### config.mk
export PLATFORM = sky130hd
export DESIGN_NAME = tok_encoder_top
export DESIGN_NICKNAME = d
export VERILOG_FILES = /design/src/source/tok_pkg.sv /design/src/source/tok_text_buffer.sv /design/src/source/tok_vocab_store.sv /design/src/source/tok_match_ctrl.sv /design/src/source/tok_code_queue.sv /design/src/source/tok_encoder_top.sv
export VERILOG_INCLUDE_DIRS = /design/src /design/src/source
export SDC_FILE = /design/constraint.sdc
export NUM_CORES = 1
export LEC_CHECK = 0
export CORE_MARGIN = 2
export CORE_UTILIZATION = 50
export DETAILED_ROUTE_END_ITERATION = 7
export DONT_BUFFER_PORTS = 1
export PLACE_DENSITY_LB_ADDON = 0.12
export SYNTH_ARGS = -nofsm -noshare
export SYNTH_HDL_FRONTEND = slang
export SYNTH_HIERARCHICAL = 1
export SYNTH_SLANG_ARGS = --single-unit
### constraint.sdc
create_clock -name clk -period 4.45 [get_ports clk]
set_input_delay 0 -clock clk [delete_from_list [all_inputs] [get_ports clk]]
set_output_delay 0 -clock clk [all_outputs]
set_load 0.05 [all_outputs]
### src/source/tok_consts.svh
`ifndef TOK_CONSTS_SVH
`define TOK_CONSTS_SVH

// character and code widths.
`define TOK_BYTE_W 8
`define TOK_CODE_W 8

// text buffer holds the terminator too.
`define TOK_TEXT_DEPTH 32
`define TOK_TEXT_AW 5

`define TOK_VOCAB_DEPTH 64
`define TOK_VOCAB_AW 6

`define TOK_OUT_DEPTH 4

`define TOK_UNK_CODE 254
`define TOK_END_CODE 255

`endif

### src/source/tok_pkg.sv
`default_nettype none

`include "tok_consts.svh"

package tok_pkg;

    typedef logic [`TOK_BYTE_W-1:0] byte_t;
    typedef logic [`TOK_CODE_W-1:0] code_t;
    typedef logic [`TOK_TEXT_AW-1:0] text_addr_t;
    typedef logic [`TOK_VOCAB_AW-1:0] vocab_addr_t;

    typedef enum logic [2:0] {
        IDLE,
        POS_START,
        FETCH,
        COMPARE,
        SKIP_FETCH,
        SKIP_CHECK,
        EMIT,
        FINISH
    } ctrl_state_t;

endpackage

`default_nettype wire

### src/source/tok_text_buffer.sv
`default_nettype none

`include "tok_consts.svh"

module tok_text_buffer (
    input  logic                clk,
    input  logic                rst_n,
    input  logic                text_valid,
    output logic                text_ready,
    input  tok_pkg::byte_t      text_data,
    input  tok_pkg::text_addr_t text_raddr,
    output tok_pkg::byte_t      text_rdata,
    output logic                text_loaded,
    input  logic                text_release
);
    localparam tok_pkg::text_addr_t LAST_SLOT = tok_pkg::text_addr_t'(`TOK_TEXT_DEPTH - 1);

    tok_pkg::byte_t      mem [`TOK_TEXT_DEPTH];
    tok_pkg::text_addr_t wr_ptr;
    logic                accept;

    // input closes once the terminator is stored.
    assign text_ready = !text_loaded;
    assign accept = text_valid && text_ready;

    always_ff @(posedge clk or negedge rst_n) begin
        if (!rst_n) begin
            wr_ptr <= '0;
            text_loaded <= 1'b0;
        end else if (text_release) begin
            wr_ptr <= '0;
            text_loaded <= 1'b0;
        end else if (accept) begin
            wr_ptr <= wr_ptr + tok_pkg::text_addr_t'(1);
            if (text_data == '0) begin
                text_loaded <= 1'b1;
            end
        end
    end

    always_ff @(posedge clk) begin
        if (accept) begin
            mem[wr_ptr] <= text_data;
        end
    end

    always_ff @(posedge clk) begin
        text_rdata <= mem[text_raddr];
    end

    // the last slot is reserved for the terminator.
    a_no_overflow: assert property (
        @(posedge clk) disable iff (!rst_n)
        (accept && wr_ptr == LAST_SLOT) |-> (text_data == '0)
    );

endmodule

`default_nettype wire

### src/source/tok_vocab_store.sv
`default_nettype none

`include "tok_consts.svh"

module tok_vocab_store (
    input  logic                 clk,
    input  logic                 vocab_we,
    input  tok_pkg::vocab_addr_t vocab_addr,
    input  tok_pkg::byte_t       vocab_data,
    input  tok_pkg::vocab_addr_t vocab_raddr,
    output tok_pkg::byte_t       vocab_rdata
);
    // entries are zero-terminated strings, an empty entry ends the list.
    tok_pkg::byte_t mem [`TOK_VOCAB_DEPTH];

    always_ff @(posedge clk) begin
        if (vocab_we) begin
            mem[vocab_addr] <= vocab_data;
        end
    end

    // read data lands one cycle after the address.
    always_ff @(posedge clk) begin
        vocab_rdata <= mem[vocab_raddr];
    end

endmodule

`default_nettype wire

### src/source/tok_match_ctrl.sv
`default_nettype none

`include "tok_consts.svh"

module tok_match_ctrl (
    input  logic                 clk,
    input  logic                 rst_n,
    input  logic                 text_loaded,
    output logic                 text_release,
    output tok_pkg::text_addr_t  text_raddr,
    input  tok_pkg::byte_t       text_rdata,
    output tok_pkg::vocab_addr_t vocab_raddr,
    input  tok_pkg::byte_t       vocab_rdata,
    output logic                 push_valid,
    output tok_pkg::code_t       push_code,
    output logic                 push_last,
    input  logic                 push_ready
);
    tok_pkg::ctrl_state_t state;
    tok_pkg::text_addr_t  pos;
    tok_pkg::text_addr_t  offset;
    tok_pkg::vocab_addr_t vaddr;
    tok_pkg::code_t       index;
    logic                 vocab_end;
    logic                 text_end;
    logic                 chars_equal;

    assign vocab_end = (vocab_rdata == '0);
    assign text_end = (text_rdata == '0);
    assign chars_equal = (vocab_rdata == text_rdata);

    assign text_raddr = pos + offset;
    assign vocab_raddr = vaddr;
    assign push_valid = (state == tok_pkg::EMIT);
    assign text_release = (state == tok_pkg::FINISH);

    always_ff @(posedge clk or negedge rst_n) begin
        if (!rst_n) begin
            state <= tok_pkg::IDLE;
            pos <= '0;
            offset <= '0;
            vaddr <= '0;
            index <= '0;
        end else begin
            case (state)
                tok_pkg::IDLE: begin
                    if (text_loaded) begin
                        state <= tok_pkg::POS_START;
                    end
                end
                tok_pkg::POS_START: begin
                    offset <= '0;
                    vaddr <= '0;
                    index <= '0;
                    state <= tok_pkg::FETCH;
                end
                tok_pkg::FETCH: begin
                    state <= tok_pkg::COMPARE;
                end
                tok_pkg::COMPARE: begin
                    if (vocab_end) begin
                        // end of list or end of a matched entry.
                        if (offset == '0) begin
                            if (!text_end) begin
                                pos <= pos + tok_pkg::text_addr_t'(1);
                            end
                        end else begin
                            pos <= pos + offset;
                        end
                        state <= tok_pkg::EMIT;
                    end else if (chars_equal) begin
                        offset <= offset + tok_pkg::text_addr_t'(1);
                        vaddr <= vaddr + tok_pkg::vocab_addr_t'(1);
                        state <= tok_pkg::FETCH;
                    end else begin
                        vaddr <= vaddr + tok_pkg::vocab_addr_t'(1);
                        state <= tok_pkg::SKIP_FETCH;
                    end
                end
                tok_pkg::SKIP_FETCH: begin
                    state <= tok_pkg::SKIP_CHECK;
                end
                tok_pkg::SKIP_CHECK: begin
                    // step past the terminator into the next entry.
                    vaddr <= vaddr + tok_pkg::vocab_addr_t'(1);
                    if (vocab_end) begin
                        index <= index + tok_pkg::code_t'(1);
                        offset <= '0;
                        state <= tok_pkg::FETCH;
                    end else begin
                        state <= tok_pkg::SKIP_FETCH;
                    end
                end
                tok_pkg::EMIT: begin
                    if (push_ready) begin
                        state <= push_last ? tok_pkg::FINISH : tok_pkg::POS_START;
                    end
                end
                tok_pkg::FINISH: begin
                    pos <= '0;
                    state <= tok_pkg::IDLE;
                end
                default: begin
                    state <= tok_pkg::IDLE;
                end
            endcase
        end
    end

    // code is chosen in the same cycle the FSM heads for EMIT.
    always_ff @(posedge clk) begin
        if (state == tok_pkg::COMPARE && vocab_end) begin
            if (offset != '0) begin
                push_code <= index;
                push_last <= 1'b0;
            end else if (text_end) begin
                push_code <= tok_pkg::code_t'(`TOK_END_CODE);
                push_last <= 1'b1;
            end else begin
                push_code <= tok_pkg::code_t'(`TOK_UNK_CODE);
                push_last <= 1'b0;
            end
        end
    end

    a_legal_state: assert property (
        @(posedge clk) disable iff (!rst_n)
        !$isunknown(state) && (state inside {tok_pkg::IDLE, tok_pkg::POS_START,
            tok_pkg::FETCH, tok_pkg::COMPARE, tok_pkg::SKIP_FETCH,
            tok_pkg::SKIP_CHECK, tok_pkg::EMIT, tok_pkg::FINISH})
    );

endmodule

`default_nettype wire

### src/source/tok_code_queue.sv
`default_nettype none

`include "tok_consts.svh"

module tok_code_queue (
    input  logic           clk,
    input  logic           rst_n,
    input  logic           push_valid,
    output logic           push_ready,
    input  tok_pkg::code_t push_code,
    input  logic           push_last,
    output logic           code_valid,
    input  logic           code_ready,
    output tok_pkg::code_t code_data,
    output logic           code_last
);
    localparam int PTR_W = $clog2(`TOK_OUT_DEPTH);
    localparam logic [PTR_W:0] FULL_COUNT = (PTR_W + 1)'(`TOK_OUT_DEPTH);

    tok_pkg::code_t   code_mem [`TOK_OUT_DEPTH];
    logic             last_mem [`TOK_OUT_DEPTH];
    logic [PTR_W-1:0] wr_ptr;
    logic [PTR_W-1:0] rd_ptr;
    logic [PTR_W:0]   count;
    logic             push;
    logic             pop;

    assign push_ready = (count != FULL_COUNT);
    assign code_valid = (count != '0);
    assign push = push_valid && push_ready;
    assign pop = code_valid && code_ready;

    // head entry drives the output directly, so it holds until popped.
    assign code_data = code_mem[rd_ptr];
    assign code_last = last_mem[rd_ptr];

    always_ff @(posedge clk or negedge rst_n) begin
        if (!rst_n) begin
            wr_ptr <= '0;
            rd_ptr <= '0;
            count <= '0;
        end else begin
            if (push) begin
                wr_ptr <= wr_ptr + 1'b1;
            end
            if (pop) begin
                rd_ptr <= rd_ptr + 1'b1;
            end
            if (push && !pop) begin
                count <= count + 1'b1;
            end else if (pop && !push) begin
                count <= count - 1'b1;
            end
        end
    end

    always_ff @(posedge clk) begin
        if (push) begin
            code_mem[wr_ptr] <= push_code;
            last_mem[wr_ptr] <= push_last;
        end
    end

    // a push into a full queue or a pop from an empty one breaks these.
    a_count_range: assert property (
        @(posedge clk) disable iff (!rst_n)
        count <= FULL_COUNT
    );

    a_ptr_match: assert property (
        @(posedge clk) disable iff (!rst_n)
        (wr_ptr - rd_ptr) == count[PTR_W-1:0]
    );

endmodule

`default_nettype wire

### src/source/tok_encoder_top.sv
`default_nettype none

module tok_encoder_top (
    input  logic                 clk,
    input  logic                 rst_n,
    input  logic                 text_valid,
    output logic                 text_ready,
    input  tok_pkg::byte_t       text_data,
    output logic                 code_valid,
    input  logic                 code_ready,
    output tok_pkg::code_t       code_data,
    output logic                 code_last,
    input  logic                 vocab_we,
    input  tok_pkg::vocab_addr_t vocab_addr,
    input  tok_pkg::byte_t       vocab_data
);
    logic                 text_loaded;
    logic                 text_release;
    tok_pkg::text_addr_t  text_raddr;
    tok_pkg::byte_t       text_rdata;
    tok_pkg::vocab_addr_t vocab_raddr;
    tok_pkg::byte_t       vocab_rdata;
    logic                 push_valid;
    logic                 push_ready;
    tok_pkg::code_t       push_code;
    logic                 push_last;

    tok_text_buffer text_buf0 (
        .clk          (clk),
        .rst_n        (rst_n),
        .text_valid   (text_valid),
        .text_ready   (text_ready),
        .text_data    (text_data),
        .text_raddr   (text_raddr),
        .text_rdata   (text_rdata),
        .text_loaded  (text_loaded),
        .text_release (text_release)
    );

    tok_vocab_store vocab0 (
        .clk         (clk),
        .vocab_we    (vocab_we),
        .vocab_addr  (vocab_addr),
        .vocab_data  (vocab_data),
        .vocab_raddr (vocab_raddr),
        .vocab_rdata (vocab_rdata)
    );

    tok_match_ctrl ctrl0 (
        .clk          (clk),
        .rst_n        (rst_n),
        .text_loaded  (text_loaded),
        .text_release (text_release),
        .text_raddr   (text_raddr),
        .text_rdata   (text_rdata),
        .vocab_raddr  (vocab_raddr),
        .vocab_rdata  (vocab_rdata),
        .push_valid   (push_valid),
        .push_code    (push_code),
        .push_last    (push_last),
        .push_ready   (push_ready)
    );

    tok_code_queue queue0 (
        .clk        (clk),
        .rst_n      (rst_n),
        .push_valid (push_valid),
        .push_ready (push_ready),
        .push_code  (push_code),
        .push_last  (push_last),
        .code_valid (code_valid),
        .code_ready (code_ready),
        .code_data  (code_data),
        .code_last  (code_last)
    );

endmodule

`default_nettype wire

==> results list <==
- TritonCTS built the clock tree.
* R2R cell count: 8
* Share of the core filled with cells in the final layout: 57.3%
- Total standard cell area after synthesis: 34500 um2
* Number of nets with antenna violations after detailed routing: 0
- The root buffer cell chosen for the clock tree is sky130_fd_sc_hd__clkbuf_16.
- For this design, the slowest cell found on the critical path is sky130_fd_sc_hd__mux4_2.
- TritonCTS created 92 clock buffers.
- 0 antenna diodes ended up in the layout.
- Most frequently used flop master after synthesis: sky130_fd_sc_hd__edfxtp_1
- Startpoint of the lowest-slack register-to-register path: ctrl0/offset[0]
- The worst setup path is of the register to register kind.
- The tool flagged a number of max-cap violations equal to 0.
- Data arrives at the worst endpoint at 3860 ps.
- The worst register-to-register path has a setup slack of between 1000 and 1500 ps.
- Placeable core region: between 60000 and 70000 um2
- The final hold violation count is 0.
- Yosys mapped a number of flops with a built-in enable equal to about 810.
* Peak Freq: 300 MHz
* Detail-routed via count per cell: 6.07
- Along the worst path, the maximum fanout reaches 19.
- Cell Pwr Density: between 500 and 600 nW/um2
- IR Drop Worst-Case VDD: between 0.3 and 0.4 mV
- Type of origin of the critical path: register
* Post-DP HPWL: 44.3 mm
- Post-cts sizing count: 0
* Number of rows in the core area: 96
- H-Tree Depth: 3
- For this run, design rule violations remaining after detail routing come to 0.
- Count of buffers from port buffering: 0
- Accumulated negative setup slack: 0 ps
- Routability-driven placement finished with a final weighted congestion of around 0.8.
* Number of cells traversed by the worst hold path: 2
- During I/O placement, the number of pins put on the boundary was 38.
- The analysis attributes to cell leakage a power of roughly 12 nW.
- Adder-Cell Fraction of Synth Area: 0.768%
- Number of clock sinks: 869
- Commonest cells in the netlist: sky130_fd_sc_hd__edfxtp_1, sky130_fd_sc_hd__mux4_2, sky130_fd_sc_hd__nor2_1
- After synthesis, the largest area contributor takes up 70.7% of total cell area.
- Pins over their slew limit: 0
- Height of the die: ~270 um
- The tightest min-delay check is of the primary input to register type.
- For the worst setup path, the data required time is 4980 ps.
* Critical path's largest stage delay: ~540 ps
* Worst hold endpoint: vocab0/mem[31][7]
* Wire length of the first global-routing pass: between 100 and 150 mm
- Wires add up to 74.1 mm.
- Before antenna repair, the detailed router went through 5 iterations.
- Share of flip-flops with an asynchronous set or reset after synthesis: 4.60%
- The initial utilization of the core area, before any placement, comes to 50.4%.
- Hold path start: vocab_addr[5]
- Parity-gate share of the synthesized area counting xor and xnor cells: 0.482%
* Width of the chip: roughly 270 um
* Initial antenna violation count: 0
- Synthesis inferred 869 register bits.
* Sort of element at the end of the critical path: register
- Setup repair after global routing left no endpoint under its margin.
* Actual slew at the worst max-slew pin: between 1000 and 1500 ps
- Walking the worst path, the cells encountered are ha_1 -> inv_1 -> fa_1 -> inv_4 -> buf_4 -> mux4_2 -> mux4_2 -> mux2_2.
- Summing the sequential cell areas from Yosys gives around three quarters of the chip area.
- Reg clk slew, reported paths: about 60 ps
- Slew Limit Headroom: between 10% and 20%
* Total number of vias: 16.7k
* Global routing usage summed across all routing layers: 21.4%
- Top cell type by total area after synthesis: sky130_fd_sc_hd__edfxtp_1
- Total power for the finished layout comes to approximately 21 mW.
* Cell with the most instances after synthesis: sky130_fd_sc_hd__edfxtp_1
- Endpoints failing setup: 0
- The via count of the first global-routing pass came to approximately 17k.
* Non-filler instance count after layout: 2754
* Leading cell types by total area after synthesis: sky130_fd_sc_hd__edfxtp_1, sky130_fd_sc_hd__mux4_2, sky130_fd_sc_hd__dfrtp_1
* Synthesized net count: 1769
- Synthesized area divided by synthesized cell count: around 20 um2
- Clock period minus worst slack: 3330 ps
* Most repeated library cell on the critical path: sky130_fd_sc_hd__mux4_2
- Area growth syn-to-layout: 13.6%
- Entering global routing, the biggest net connects 66 pins.
* Fraction of the mapped netlist area in simple logic gates: 4.58%
* Run status: complete, no violations
* Clock insertion delay at the later pin of the skew report: 640 ps
- Of the cells placed in the final design, the portion with a size suffix greater than 1 is 23.7%.
* Ratio of final minimum period to clock period: 74.8%
- The floorplan step defined a die boundary enclosing around 70000 um2.
- Maximum root-to-sink buffer count: 3
* Main combinational cell family by area after synthesis: multiplexers
* Avg WL per Cell: 26.9 um
- Fin Clk Skew: 26.3 ps
- Cell variety after synth: 71
* Area fraction in compound gates after synthesis: 2.38%
- After the last flow step, the layout net total stands at 1846.
- The first routing iteration left roughly 1.8k violations.
- Number of warnings issued by yosys: 6
- Overflow after GRT: 0
- Placed Cells: 2539
* FF-to-FF End: text_buf0/text_rdata[0]
- Multiplexer share of the synthesized area: 15.7%
- Synthesized instance count: 1722
## repair_timing
action,4_1_cts,5_1_grt
endpoints found under the setup margin,0,0
setup buffers,0,0
hold endpoints to repair,988,0
hold buffers,48,0
## layout make-up
class,count,area [um2]
Clock inverter,50,586
Multi-Input combinational cell,750,8260
Timing Repair Buffer,70,951
Clock buffer,117,2520
Tap cell,882,1100
Fill cell,5031,29200
Inverter,16,62.6
Sequential cell,869,25700
## power breakdown
| part | switching (mW) | leakage [nW] | internal [mW] |
|---|---|---|---|
| combinational | 1.75 | 2.74 | 1.59 |
| clock | 3.09 | 1.51 | 4.65 |
| sequential | 0.651 | 8.00 | 9.24 |
## layer usage
layer	GRT usage, %	up-vias	routed length (um)
li1	-	7209	-
met1	30.3	8823	31700
met2	34.5	563	36500
met3	3.63	122	4040
met4	6.70	0	1940
met5	0	-	0
## how the worst max path moves through the flow
stage                                    endpoint            start  cells after the start
after CTS                 text_buf0/text_rdata[0]  ctrl0/offset[0]                      8
after global routing      text_buf0/text_rdata[0]  ctrl0/offset[0]                      8
final                     text_buf0/text_rdata[0]  ctrl0/offset[0]                      8
after floorplan           text_buf0/text_rdata[0]  ctrl0/offset[0]                      9
after detailed placement  text_buf0/text_rdata[0]  ctrl0/offset[0]                      8
after global placement    text_buf0/text_rdata[0]  ctrl0/offset[0]                      8
## placed cells by master (no fill, tap or decap), types with 20 or more instances in the layout
master	netlist	final
sky130_fd_sc_hd__edfxtp_1	813	813
sky130_fd_sc_hd__mux4_2	215	215
sky130_fd_sc_hd__nor2_1	130	130
sky130_fd_sc_hd__clkbuf_16	0	94
sky130_fd_sc_hd__nand2_1	57	57
sky130_fd_sc_hd__dfrtp_1	40	36
sky130_fd_sc_hd__a21oi_1	30	30
sky130_fd_sc_hd__dlygate4sd3_1	0	30
sky130_fd_sc_hd__mux2i_1	29	29
sky130_fd_sc_hd__nand3_1	27	27
sky130_fd_sc_hd__mux2_2	23	23
sky130_fd_sc_hd__o21ai_0	20	20
## kinds of logic after synthesis
kind of cell / count (synthesis)
fa+ha+maj: 20
flops: 869
buf+inv: 103
compound gates: 122
mux: 268
xor+xnor: 19
simple gates: 321
## metrics by stage
step                hold WS [ps]  area (um2)  setup slack (ps)
finish                      63.3       39200              1120
global route                69.4       39200               944
CTS                         10.5       39200              1080
detailed placement          -295       35400              1070
global placement            -295       35400              1090
floorplan                   -296       34500              1410
## state kept, by name, indices dropped and copies added (netlist names), 6 cells and up
signal	flops
ctrl0/push_code	8
text_buf0/text_rdata	8
vocab0/vocab_rdata	8
ctrl0/vocab_raddr	6
queue0/code_mem	32
vocab0/mem	512
ctrl0/index	8
text_buf0/mem	256
## critical path, delay by kind of cell (launching register included)
family	cells	cell delay (ps)
adders and majority gates	2	700
buffers and inverters	3	720
DFF	1	430
muxes	3	1370
(Power assumes the default switching activity.)
